<file path="src/logic/csi2_pkt_pkg.sv">
`default_nettype none

package csi2_pkt_pkg;

  // Leader byte that precedes every packet on the merged lane stream.
  localparam logic [7:0] SYNC_BYTE = 8'hB8;

  // Header field widths.
  localparam int DT_W = 6;
  localparam int VC_W = 2;
  localparam int WC_W = 16;

  // Field positions inside the header word.
  localparam int DT_LSB = 0;
  localparam int VC_LSB = 6;
  localparam int WC_LSB = 8;

  // Data types up to here are short packets and carry no payload.
  localparam logic [DT_W-1:0] SHORT_DT_MAX = 6'h0F;

  // Header bits covered by the ECC.
  localparam int HDR_W = DT_W + VC_W + WC_W;

endpackage

`default_nettype wire

</file>
<file path="src/logic/csi2_ecc_pkg.sv">
`default_nettype none

package csi2_ecc_pkg;

  localparam int ECC_W   = 6;
  localparam int ECC_LSB = 24;

  // Marks a syndrome that points at no single data bit.
  localparam logic [4:0] NO_POS = 5'h1F;

  // Data bits that feed each parity bit.
  localparam logic [23:0] ECC_MASK [ECC_W] = '{
    24'hF12CB7,
    24'hF2555B,
    24'h749A6D,
    24'hB8E38E,
    24'hDF03F0,
    24'hEFFC00
  };

  function automatic logic [ECC_W-1:0] ecc_parity(input logic [23:0] hdr);
    logic [ECC_W-1:0] par;
    for (int k = 0; k < ECC_W; k++)
    begin
      par[k] = ^(hdr & ECC_MASK[k]);
    end
    return par;
  endfunction

  // A single flipped data bit gives a syndrome equal to that bit's column.
  function automatic logic [4:0] ecc_err_pos(input logic [ECC_W-1:0] syn);
    logic [4:0] pos;
    pos = NO_POS;
    for (int i = 0; i < 24; i++)
    begin
      if (ecc_parity(24'd1 << i) == syn)
        pos = 5'(i);
    end
    return pos;
  endfunction

endpackage

`default_nettype wire

</file>
<file path="src/logic/csi2_sync_packer.sv">
`default_nettype none

module csi2_sync_packer
  import csi2_pkt_pkg::*;
(
  input  logic        clk_i,
  input  logic        rst_i,
  input  logic [7:0]  byte_i,
  input  logic        byte_valid_i,
  input  logic        pkt_done_i,
  output logic [31:0] word_o,
  output logic        word_valid_o
);

  typedef enum logic {HUNT, PACK} state_t;

  state_t      state;
  logic [1:0]  byte_cnt;
  logic [23:0] shift_q;

  // Partial words are never flushed, the sender pads to a word boundary.
  always_ff @(posedge clk_i)
  begin
    if (rst_i)
    begin
      state        <= HUNT;
      byte_cnt     <= 2'd0;
      word_valid_o <= 1'b0;
    end
    else
    begin
      word_valid_o <= 1'b0;
      if (pkt_done_i)
      begin
        state    <= HUNT;
        byte_cnt <= 2'd0;
      end
      else if (byte_valid_i)
      begin
        unique case (state)
          HUNT:
          begin
            if (byte_i == SYNC_BYTE)
              state <= PACK;
            byte_cnt <= 2'd0;
          end
          PACK:
          begin
            byte_cnt <= byte_cnt + 2'd1;
            if (byte_cnt == 2'd3)
              word_valid_o <= 1'b1;
          end
        endcase
      end
    end
  end

  // First byte of a word lands in bits 7:0.
  always_ff @(posedge clk_i)
  begin
    if (byte_valid_i && state == PACK)
    begin
      shift_q <= {byte_i, shift_q[23:8]};
      if (byte_cnt == 2'd3)
        word_o <= {byte_i, shift_q};
    end
  end

endmodule

`default_nettype wire

</file>
<file path="src/logic/csi2_hamming_dec.sv">
`default_nettype none

module csi2_hamming_dec
  import csi2_ecc_pkg::*;
(
  input  logic        clk_i,
  input  logic        rst_i,
  input  logic        valid_i,
  input  logic [31:0] data_i,
  input  logic        pkt_done_i,
  output logic        error_o,
  output logic        error_corrected_o,
  output logic [31:0] data_o,
  output logic        valid_o
);

  logic [31:0]      data_d;
  logic             valid_d;
  logic             header_passed;
  logic             header_valid;
  logic [ECC_W-1:0] syndrome;
  logic             error_detected;
  logic [4:0]       err_bit_pos;
  logic             fix_bit;

  // Only the first word after a packet end is a header.
  assign header_valid   = valid_d && !header_passed;
  assign syndrome       = ecc_parity(data_d[23:0]) ^ data_d[ECC_LSB +: ECC_W];
  assign error_detected = (syndrome != '0);
  assign err_bit_pos    = ecc_err_pos(syndrome);
  assign fix_bit        = header_valid && error_detected && (err_bit_pos != NO_POS);

  always_ff @(posedge clk_i)
  begin
    if (rst_i)
      valid_d <= 1'b0;
    else
      valid_d <= valid_i;
  end

  always_ff @(posedge clk_i)
  begin
    data_d <= data_i;
  end

  always_ff @(posedge clk_i)
  begin
    if (rst_i)
      header_passed <= 1'b0;
    else if (pkt_done_i)
      header_passed <= 1'b0;
    else if (header_valid)
      header_passed <= 1'b1;
  end

  // Flags stay up for the rest of the packet.
  always_ff @(posedge clk_i)
  begin
    if (rst_i)
    begin
      error_o           <= 1'b0;
      error_corrected_o <= 1'b0;
    end
    else if (pkt_done_i)
    begin
      error_o           <= 1'b0;
      error_corrected_o <= 1'b0;
    end
    else
    begin
      if (header_valid && error_detected)
        error_o <= 1'b1;
      if (fix_bit)
        error_corrected_o <= 1'b1;
    end
  end

  always_ff @(posedge clk_i)
  begin
    if (fix_bit)
      data_o <= data_d ^ (32'd1 << err_bit_pos);
    else
      data_o <= data_d;
  end

  always_ff @(posedge clk_i)
  begin
    if (rst_i)
      valid_o <= 1'b0;
    else
      valid_o <= valid_d;
  end

endmodule

`default_nettype wire

</file>
<file path="src/logic/csi2_pkt_parser.sv">
`default_nettype none

module csi2_pkt_parser
  import csi2_pkt_pkg::*;
(
  input  logic            clk_i,
  input  logic            rst_i,
  input  logic [31:0]     data_i,
  input  logic            valid_i,
  input  logic            err_i,
  input  logic            corrected_i,
  output logic [DT_W-1:0] dt_o,
  output logic [VC_W-1:0] vc_o,
  output logic [WC_W-1:0] wc_o,
  output logic            hdr_valid_o,
  output logic            hdr_err_o,
  output logic            hdr_corrected_o,
  output logic [31:0]     payload_o,
  output logic            payload_valid_o,
  output logic            pkt_done_o
);

  logic [HDR_W-1:0] hdr;
  logic             expect_hdr;
  logic             is_short;
  logic             drop;
  logic [WC_W:0]    wc_pad;
  logic [WC_W-1:0]  words_left;

  assign hdr      = data_i[HDR_W-1:0];
  assign is_short = (hdr[DT_LSB +: DT_W] <= SHORT_DT_MAX);
  assign drop     = err_i && !corrected_i;
  // Payload plus two CRC bytes, rounded up to whole words.
  assign wc_pad   = {1'b0, hdr[WC_LSB +: WC_W]} + (WC_W + 1)'(5);

  always_ff @(posedge clk_i)
  begin
    if (rst_i)
    begin
      expect_hdr      <= 1'b1;
      words_left      <= '0;
      hdr_valid_o     <= 1'b0;
      hdr_err_o       <= 1'b0;
      hdr_corrected_o <= 1'b0;
      payload_valid_o <= 1'b0;
      pkt_done_o      <= 1'b0;
    end
    else
    begin
      hdr_valid_o     <= 1'b0;
      payload_valid_o <= 1'b0;
      pkt_done_o      <= 1'b0;
      if (valid_i && expect_hdr)
      begin
        hdr_valid_o     <= 1'b1;
        hdr_err_o       <= err_i;
        hdr_corrected_o <= corrected_i;
        if (drop || is_short)
          pkt_done_o <= 1'b1;
        else
        begin
          expect_hdr <= 1'b0;
          words_left <= {1'b0, wc_pad[WC_W:2]};
        end
      end
      else if (valid_i)
      begin
        payload_valid_o <= 1'b1;
        words_left      <= words_left - WC_W'(1);
        if (words_left == 1)
        begin
          pkt_done_o <= 1'b1;
          expect_hdr <= 1'b1;
        end
      end
    end
  end

  always_ff @(posedge clk_i)
  begin
    if (valid_i && expect_hdr)
    begin
      dt_o <= hdr[DT_LSB +: DT_W];
      vc_o <= hdr[VC_LSB +: VC_W];
      wc_o <= hdr[WC_LSB +: WC_W];
    end
    if (valid_i && !expect_hdr)
      payload_o <= data_i;
  end

endmodule

`default_nettype wire

</file>
<file path="src/logic/csi2_rx_top.sv">
`default_nettype none

module csi2_rx_top
  import csi2_pkt_pkg::*;
(
  input  logic            clk_i,
  input  logic            rst_i,
  input  logic [7:0]      byte_i,
  input  logic            byte_valid_i,
  output logic [DT_W-1:0] dt_o,
  output logic [VC_W-1:0] vc_o,
  output logic [WC_W-1:0] wc_o,
  output logic            hdr_valid_o,
  output logic            hdr_err_o,
  output logic            hdr_corrected_o,
  output logic [31:0]     payload_o,
  output logic            payload_valid_o,
  output logic            pkt_done_o
);

  logic [31:0] word;
  logic        word_valid;
  logic [31:0] dec_data;
  logic        dec_valid;
  logic        dec_err;
  logic        dec_corrected;
  logic        pkt_done;

  // End of packet rearms both the packer and the decoder.
  assign pkt_done_o = pkt_done;

  csi2_sync_packer u_packer (
    .clk_i        (clk_i),
    .rst_i        (rst_i),
    .byte_i       (byte_i),
    .byte_valid_i (byte_valid_i),
    .pkt_done_i   (pkt_done),
    .word_o       (word),
    .word_valid_o (word_valid)
  );

  csi2_hamming_dec u_dec (
    .clk_i             (clk_i),
    .rst_i             (rst_i),
    .valid_i           (word_valid),
    .data_i            (word),
    .pkt_done_i        (pkt_done),
    .error_o           (dec_err),
    .error_corrected_o (dec_corrected),
    .data_o            (dec_data),
    .valid_o           (dec_valid)
  );

  csi2_pkt_parser u_parser (
    .clk_i           (clk_i),
    .rst_i           (rst_i),
    .data_i          (dec_data),
    .valid_i         (dec_valid),
    .err_i           (dec_err),
    .corrected_i     (dec_corrected),
    .dt_o            (dt_o),
    .vc_o            (vc_o),
    .wc_o            (wc_o),
    .hdr_valid_o     (hdr_valid_o),
    .hdr_err_o       (hdr_err_o),
    .hdr_corrected_o (hdr_corrected_o),
    .payload_o       (payload_o),
    .payload_valid_o (payload_valid_o),
    .pkt_done_o      (pkt_done)
  );

endmodule

`default_nettype wire

</file>
<file path="config.mk">
export PLATFORM = sky130hd
export DESIGN_NAME = csi2_rx_top
export DESIGN_NICKNAME = d
export VERILOG_FILES = /design/src/logic/csi2_pkt_pkg.sv /design/src/logic/csi2_ecc_pkg.sv /design/src/logic/csi2_sync_packer.sv /design/src/logic/csi2_hamming_dec.sv /design/src/logic/csi2_pkt_parser.sv /design/src/logic/csi2_rx_top.sv
export SDC_FILE = /design/constraint.sdc
export NUM_CORES = 1
export LEC_CHECK = 0
export ABC_AREA = 1
export BUFFER_PORTS_ARGS = -buffer_cell sky130_fd_sc_hd__buf_2
export CAP_MARGIN = 40
export CORE_MARGIN = 8
export CORE_UTILIZATION = 50
export DETAILED_ROUTE_END_ITERATION = 12
export PLACE_DENSITY = 0.74
export SKIP_LAST_GASP = 1
export SLEW_MARGIN = 20
export SYNTH_ARGS = -nofsm -noshare
export SYNTH_HDL_FRONTEND = slang
export SYNTH_HIERARCHICAL = 1
export SYNTH_SLANG_ARGS = --single-unit
export TNS_END_PERCENT = 5
</file>
<file path="constraint.sdc">
create_clock -name clk_i -period 2.55 [get_ports clk_i]
set_input_delay 0.51 -clock clk_i [delete_from_list [all_inputs] [get_ports clk_i]]
set_output_delay 0.51 -clock clk_i [all_outputs]
set_load 0.05 [all_outputs]
</file>
Word level (Yosys, flattened, before mapping)
Cells that the tools add are included.

storage, ports and cells
  register bits = 207
  bits of input ports = 11
  word-level logic and storage cells = 129

cells by class
  $add $sub $neg = 3
  magnitude comparators = 1
  equality and inequality tests = 29
  shift operators = 1
  muxes and demuxes = 42
  bitwise operators = 4
  reductions and logical operators = 26

operators by type and width
  kind                                                                    number
  24-bit parity                                                           6
  5-bit 2-to-1 mux                                                        24
  6-bit == test (first input constant)                                    13
  16-bit 2-to-1 mux                                                       3
  5-bit by 6-bit == test with 1-bit output (first input constant)         7
  32-bit 2-to-1 mux                                                       1
  1-bit by 5-bit << shifter with 32-bit output (first input constant)     1
  32-bit bitwise XOR                                                      1
  4-bit by 6-bit == test with 1-bit output (first input constant)         3
  16-bit by 3-bit adder with 17-bit output (second input constant)        1
  16-bit by 1-bit == test with 1-bit output (second input constant)       1
  16-bit by 1-bit subtractor with 16-bit output (second input constant)   1
  1-bit 2-to-1 mux                                                        13
  8-bit == test (second input constant)                                   1
  1-bit logical AND                                                       7
  3-bit by 6-bit == test with 1-bit output (first input constant)         1
  6-bit by 4-bit <= comparator with 1-bit output (second input constant)  1
  6-bit nonzero test                                                      1
  6-bit bitwise XOR                                                       1
  5-bit inequality test (second input constant)                           1
  2-bit case mux with 2 select lines                                      1
  2-bit AND reduction                                                     2
  2-bit nonzero test                                                      2
  2-bit OR reduction                                                      2
  8 further kinds                                                         11

Logic depth before layout (Yosys ltp)
  word-level depth = 30
  depth in mapped cells = 26
  depth with buffers taken out = 25

Hierarchy
The synthesis kept the hierarchy.

modules (own cells, without submodules)
  module            times used  cells an instance  area an instance (um^2)
  csi2_hamming_dec  1           559                3808.7
  csi2_pkt_parser   1           330                3384.5
  csi2_sync_packer  1           87                 1888.1

Worst setup path before layout
Ideal clock, no wire load.

  path type = input -> register
  from = input byte_valid_i
  to = register u_packer.word_o[0], enable pin
  arrival = 1.926 ns
  slack = 0.202 ns
  stages = 2
  path buffers = 0
  cells stage by stage = nand2_2 > nor2_1

between the ends
  cells in the longest elaborated chain, start to end = 2

ends and longest elaborated chain
  what                                  RTL line                RTL
  start, declared                       csi2_rx_top.sv:9        input logic byte_valid_i,
  1-bit logical AND                     csi2_sync_packer.sv:61  if (byte_valid_i && state == PACK)
  2-bit AND reduction (no source line)  --
  end signal, assigned                  csi2_sync_packer.sv:65  word_o <= {byte_i, shift_q};
  end, declared                         csi2_sync_packer.sv:11  output logic [31:0] word_o,

No other way between the ends.
A chain may end at the register's enable or synchronous reset.

Worst setup path in the final report
  from = register u_dec.data_d[4]
  to = register u_dec.data_o[0]

between the ends
  cells in the longest elaborated chain, start to end = 30
  elaborated cells on any way between the ends = 59
  classes of those cells = 25 x eq/ne; 1 x shift; 25 x mux; 2 x bitwise; 6 x reduce/logical

ends and longest elaborated chain
  what                                                                                          RTL line                                        RTL
  start, declared                                                                               csi2_hamming_dec.sv:17                          logic [31:0] data_d;
  start signal, assigned                                                                        csi2_hamming_dec.sv:43                          data_d <= data_i;
  24-bit parity                                                                                 csi2_ecc_pkg.sv:25                              par[k] = ^(hdr & ECC_MASK[k]);
  6-bit bitwise XOR (*)                                                                         csi2_hamming_dec.sv:28                          assign syndrome = ecc_parity(data_d[23:0]) ^ data_d[ECC_LSB +: ECC_W];
  3-bit by 6-bit == test with 1-bit output                                                      csi2_ecc_pkg.sv:36                              if (ecc_parity(24'd1 << i) == syn)
  5-bit 2-to-1 mux (24 in a row)                                                                csi2_ecc_pkg.sv:36
  5-bit inequality test / 1-bit by 5-bit << shifter with 32-bit output (equally long branches)  csi2_hamming_dec.sv:31, csi2_hamming_dec.sv:81
  1-bit logical AND / 32-bit bitwise XOR (equally long branches)                                csi2_hamming_dec.sv:31, csi2_hamming_dec.sv:81
  32-bit 2-to-1 mux (*)                                                                         csi2_hamming_dec.sv:80                          if (fix_bit)
  end signal, assigned                                                                          csi2_hamming_dec.sv:81                          data_o <= data_d ^ (32'd1 << err_bit_pos);
  end signal, assigned                                                                          csi2_hamming_dec.sv:83                          data_o <= data_d;
  end, declared                                                                                 csi2_hamming_dec.sv:13                          output logic [31:0] data_o,

Every way passes the cells marked *; elsewhere a longest branch is shown, timed or not.

==> metrics.cfg <==
[synthesis]
syn-cell-area_um2=9080
syn_avg_cell_area_um2=9.30
ys_async_sr_fraction_pct=0
synthesis.instances=976
synth_seq_cells=207
synth_largest_area_cell=edfxtp_1
synthTopCellsByArea=edfxtp_1 37%, dfxtp_1 21%, nand2_1 12%, nand3_1 3.2%, xor2_1 3.2%
netlist-cell-type-count=43
synth_seq_area_share_pct=58.0
synth_nets=990
synth_enable_flop_cells=112
yosysWarningCount=6
synth_top_area_share_pct=37.0
synth-main-ff-cell=edfxtp_1

[sta]
report.final.slew_viol_count=0
setup_viol=13
grt_setup_unrepaired=yes
tightest_slew_ns=0.524
final.period_utilization_pct=107
fin_worst_hold_slack_ns=0.230
post-route-min-period_ns=2.72
worst_path_setup_slack_after_routing_ns=-0.174
timing.fmax_mhz=367
slew-limit-headroom_pct=65.0
hold_violations=0
timing.setup.tns_ns=-1.51
skew_ns=0.0148

[clocking]
cts.hold.buffers_added=0
insertion_delay_ns=0.49
clock_tree.buffer_depth=3
cts.sinks=207
tritoncts=built
clkSlewWorstSetupHoldPaths_ns=0.06
numCtsBuffers=21
cts.root.buffer_cell=clkbuf_16
h-tree-depth=1

[final_layout]
layout.cells.most_common_list=191 x nand2_1, 112 x edfxtp_1, 103 x nand2_2
antenna-diode-count=0
most_frequent_standard_cell_in_the_layout_excluding_fill_and_tap_cells=nand2_1
drive_above_1_share_pct=42.7
area_growth_pct=29.1
instances_no_fill=1380
final_util_pct=65.5
nets=1151

[power]
leakage_power_summed_over_all_cells_nw=5.21
ir_worst_vdd_v=0.000591
powerDensity_nw_per_um2=532

[global_routing]
groute.layer.met3.usage_pct=2.84
wire_length_of_the_first_global_routing_pass_um=32000
use_met1_pct=22.0
grt-busiest-layer=met2
grt_pass1_vias=6531
global_route.overflow_total=0
met2_usage_pct=30.7
track_usage_pct=17.6
antenna_violations_before_repair=0
maximum_number_of_pins_on_one_net_before_global_route_repair=30

[place]
hpwl_um=14900
portBuffers=71
place.detailed.instances=1313
gp_congestion=0.924
pre_cts_ws_ns=-0.281

[floorplanning]
core_footprint_um2=17900
number_of_top_level_pins=72
die-width_um=151
start_util_pct=50.7
dieArea_um2=22700
rows=49
die_height_um=151

[setup_path]
critical_setup_path_kind=reg2reg
path_common_cell=buf_4
critical_path.startpoint_type=flip-flop
crit_path_end_kind=flip-flop
cp_max_fo=6
timing.critical_path.slowest_cell_delay_ns=0.42
series_of_cell_instances_along_the_critical_path=inv_2 > nand2_2 > nand2_2 > inv_2 > nand2_2 > nand2_1 > nand2_1 > nand2_2 > nand2_4 > nand2_4 > nand2_4 > a21oi_4 > nand2_2 > buf_4 > buf_4 > buf_4 > buf_4 > buf_4 > buf_4 > nor2_1 > xor2_1
critPathRequiredTime_ns=2.96
crit_slowest_cell=dfxtp_4
worst_ep_arrival_time_ns=3.13
path_delay_family=simple AND/OR/NAND/NOR gates
count_of_buffering_cells_on_the_critical_path_with_inverters_included=8

[routing]
drtIter0Drc=439
routed_via_density=5.04
wl_um=21500
final_antenna_net_count=0
detail_route.wl_per_cell_um=15.6
overall_via_count_from_detail_route=6951
detail_route.drc_violations=0
first_pass_iters=5

[job]
maxCapViolations=0

[run_status]
result_of_the_run=finished, violations left
violations_in_the_final_reports=setup timing

[min_path]
timing.hold.worst.class=in2reg

-- report_power, final --
part / internal, mW / switching [mW]
clock network: 1.57 / 1.17
registers: 3.46 / 0.000168
logic: 0.00848 / 0.0180
total: 5.04 / 1.19
-- sequential cells by signal (all words and copies together) (netlist names), 2 cells and up --
name / cells
u_parser/payload_o: 32
u_parser/vc_o: 2
u_packer/byte_cnt: 2
u_parser/words_left: 16
u_parser/wc_o: 16
u_parser/dt_o: 6
u_dec/data_d: 32
u_packer/shift_q: 24
u_packer/word_o: 32
u_dec/data_o: 32
-- cells by family after synthesis --
| family | share of synthesized area (%) |
|---|---|
| flops | 58.0 |
| xor+xnor | 4.05 |
| buf+inv | 6.30 |
| compound gates | 3.44 |
| simple gates | 27.8 |
| fa+ha+maj | 0.413 |
-- synthesized netlist by cell type (20+ instances only) --
library cell / count
a21oi_1: 22
dfxtp_1: 95
edfxtp_1: 112
inv_1: 75
inv_2: 33
nand2_1: 291
nand2_2: 39
nand3_1: 58
nor2_1: 67
nor2_2: 23
o21ai_0: 20
xor2_1: 33
-- path summary, 6_finish.rpt --
| kind | start | end | slack, ns | cells after the start |
|---|---|---|---|---|
| min | byte_i[4] | u_packer/word_o[28]$_DFFE_PP_ | 0.23 | 1 |
| max | u_dec/data_d[4]$_DFF_P_ | u_dec/data_o[0]$_DFF_P_ | -0.17 | 21 |
| max reg2reg | u_dec/data_d[4]$_DFF_P_ | u_dec/data_o[0]$_DFF_P_ | -0.17 | 21 |
| min reg2reg | u_dec/data_d[30]$_DFF_P_ | u_dec/data_o[30]$_DFF_P_ | 0.33 | 0 |
-- through the flow --
stage / power, mW / cell area, um^2
after floorplan: 3.57 / 9080
after global placement: 3.58 / 10100
after detailed placement: 3.58 / 10100
after CTS: 6.31 / 11000
after global routing: 6.42 / 11700
final: 6.24 / 11700
-- layer usage --
metal / vias up / routed length [um]
met5: - / 0
met2: 184 / 10600
met3: 43 / 1090
met1: 3277 / 9180
met4: 0 / 608
li1: 3447 / -
-- area by class of cell --
cell class              count  area (um^2)
well taps                 229          287
flip-flops and latches    207         5340
inverters                 111          457
repair buffers            161         1060
fillers                  1367         6180
clock buffers              30          579
multi-input cells         635         3970
clock inverters             7         31.3
-- timing repair --
item                       4_1_cts  5_1_grt
pin swaps                       37       91
setup endpoints to repair       13       15
gates cloned                     1        1
resized for setup               85      176
buffers inserted                16       13
No activity file was read; power rests on OpenSTA's default activity.
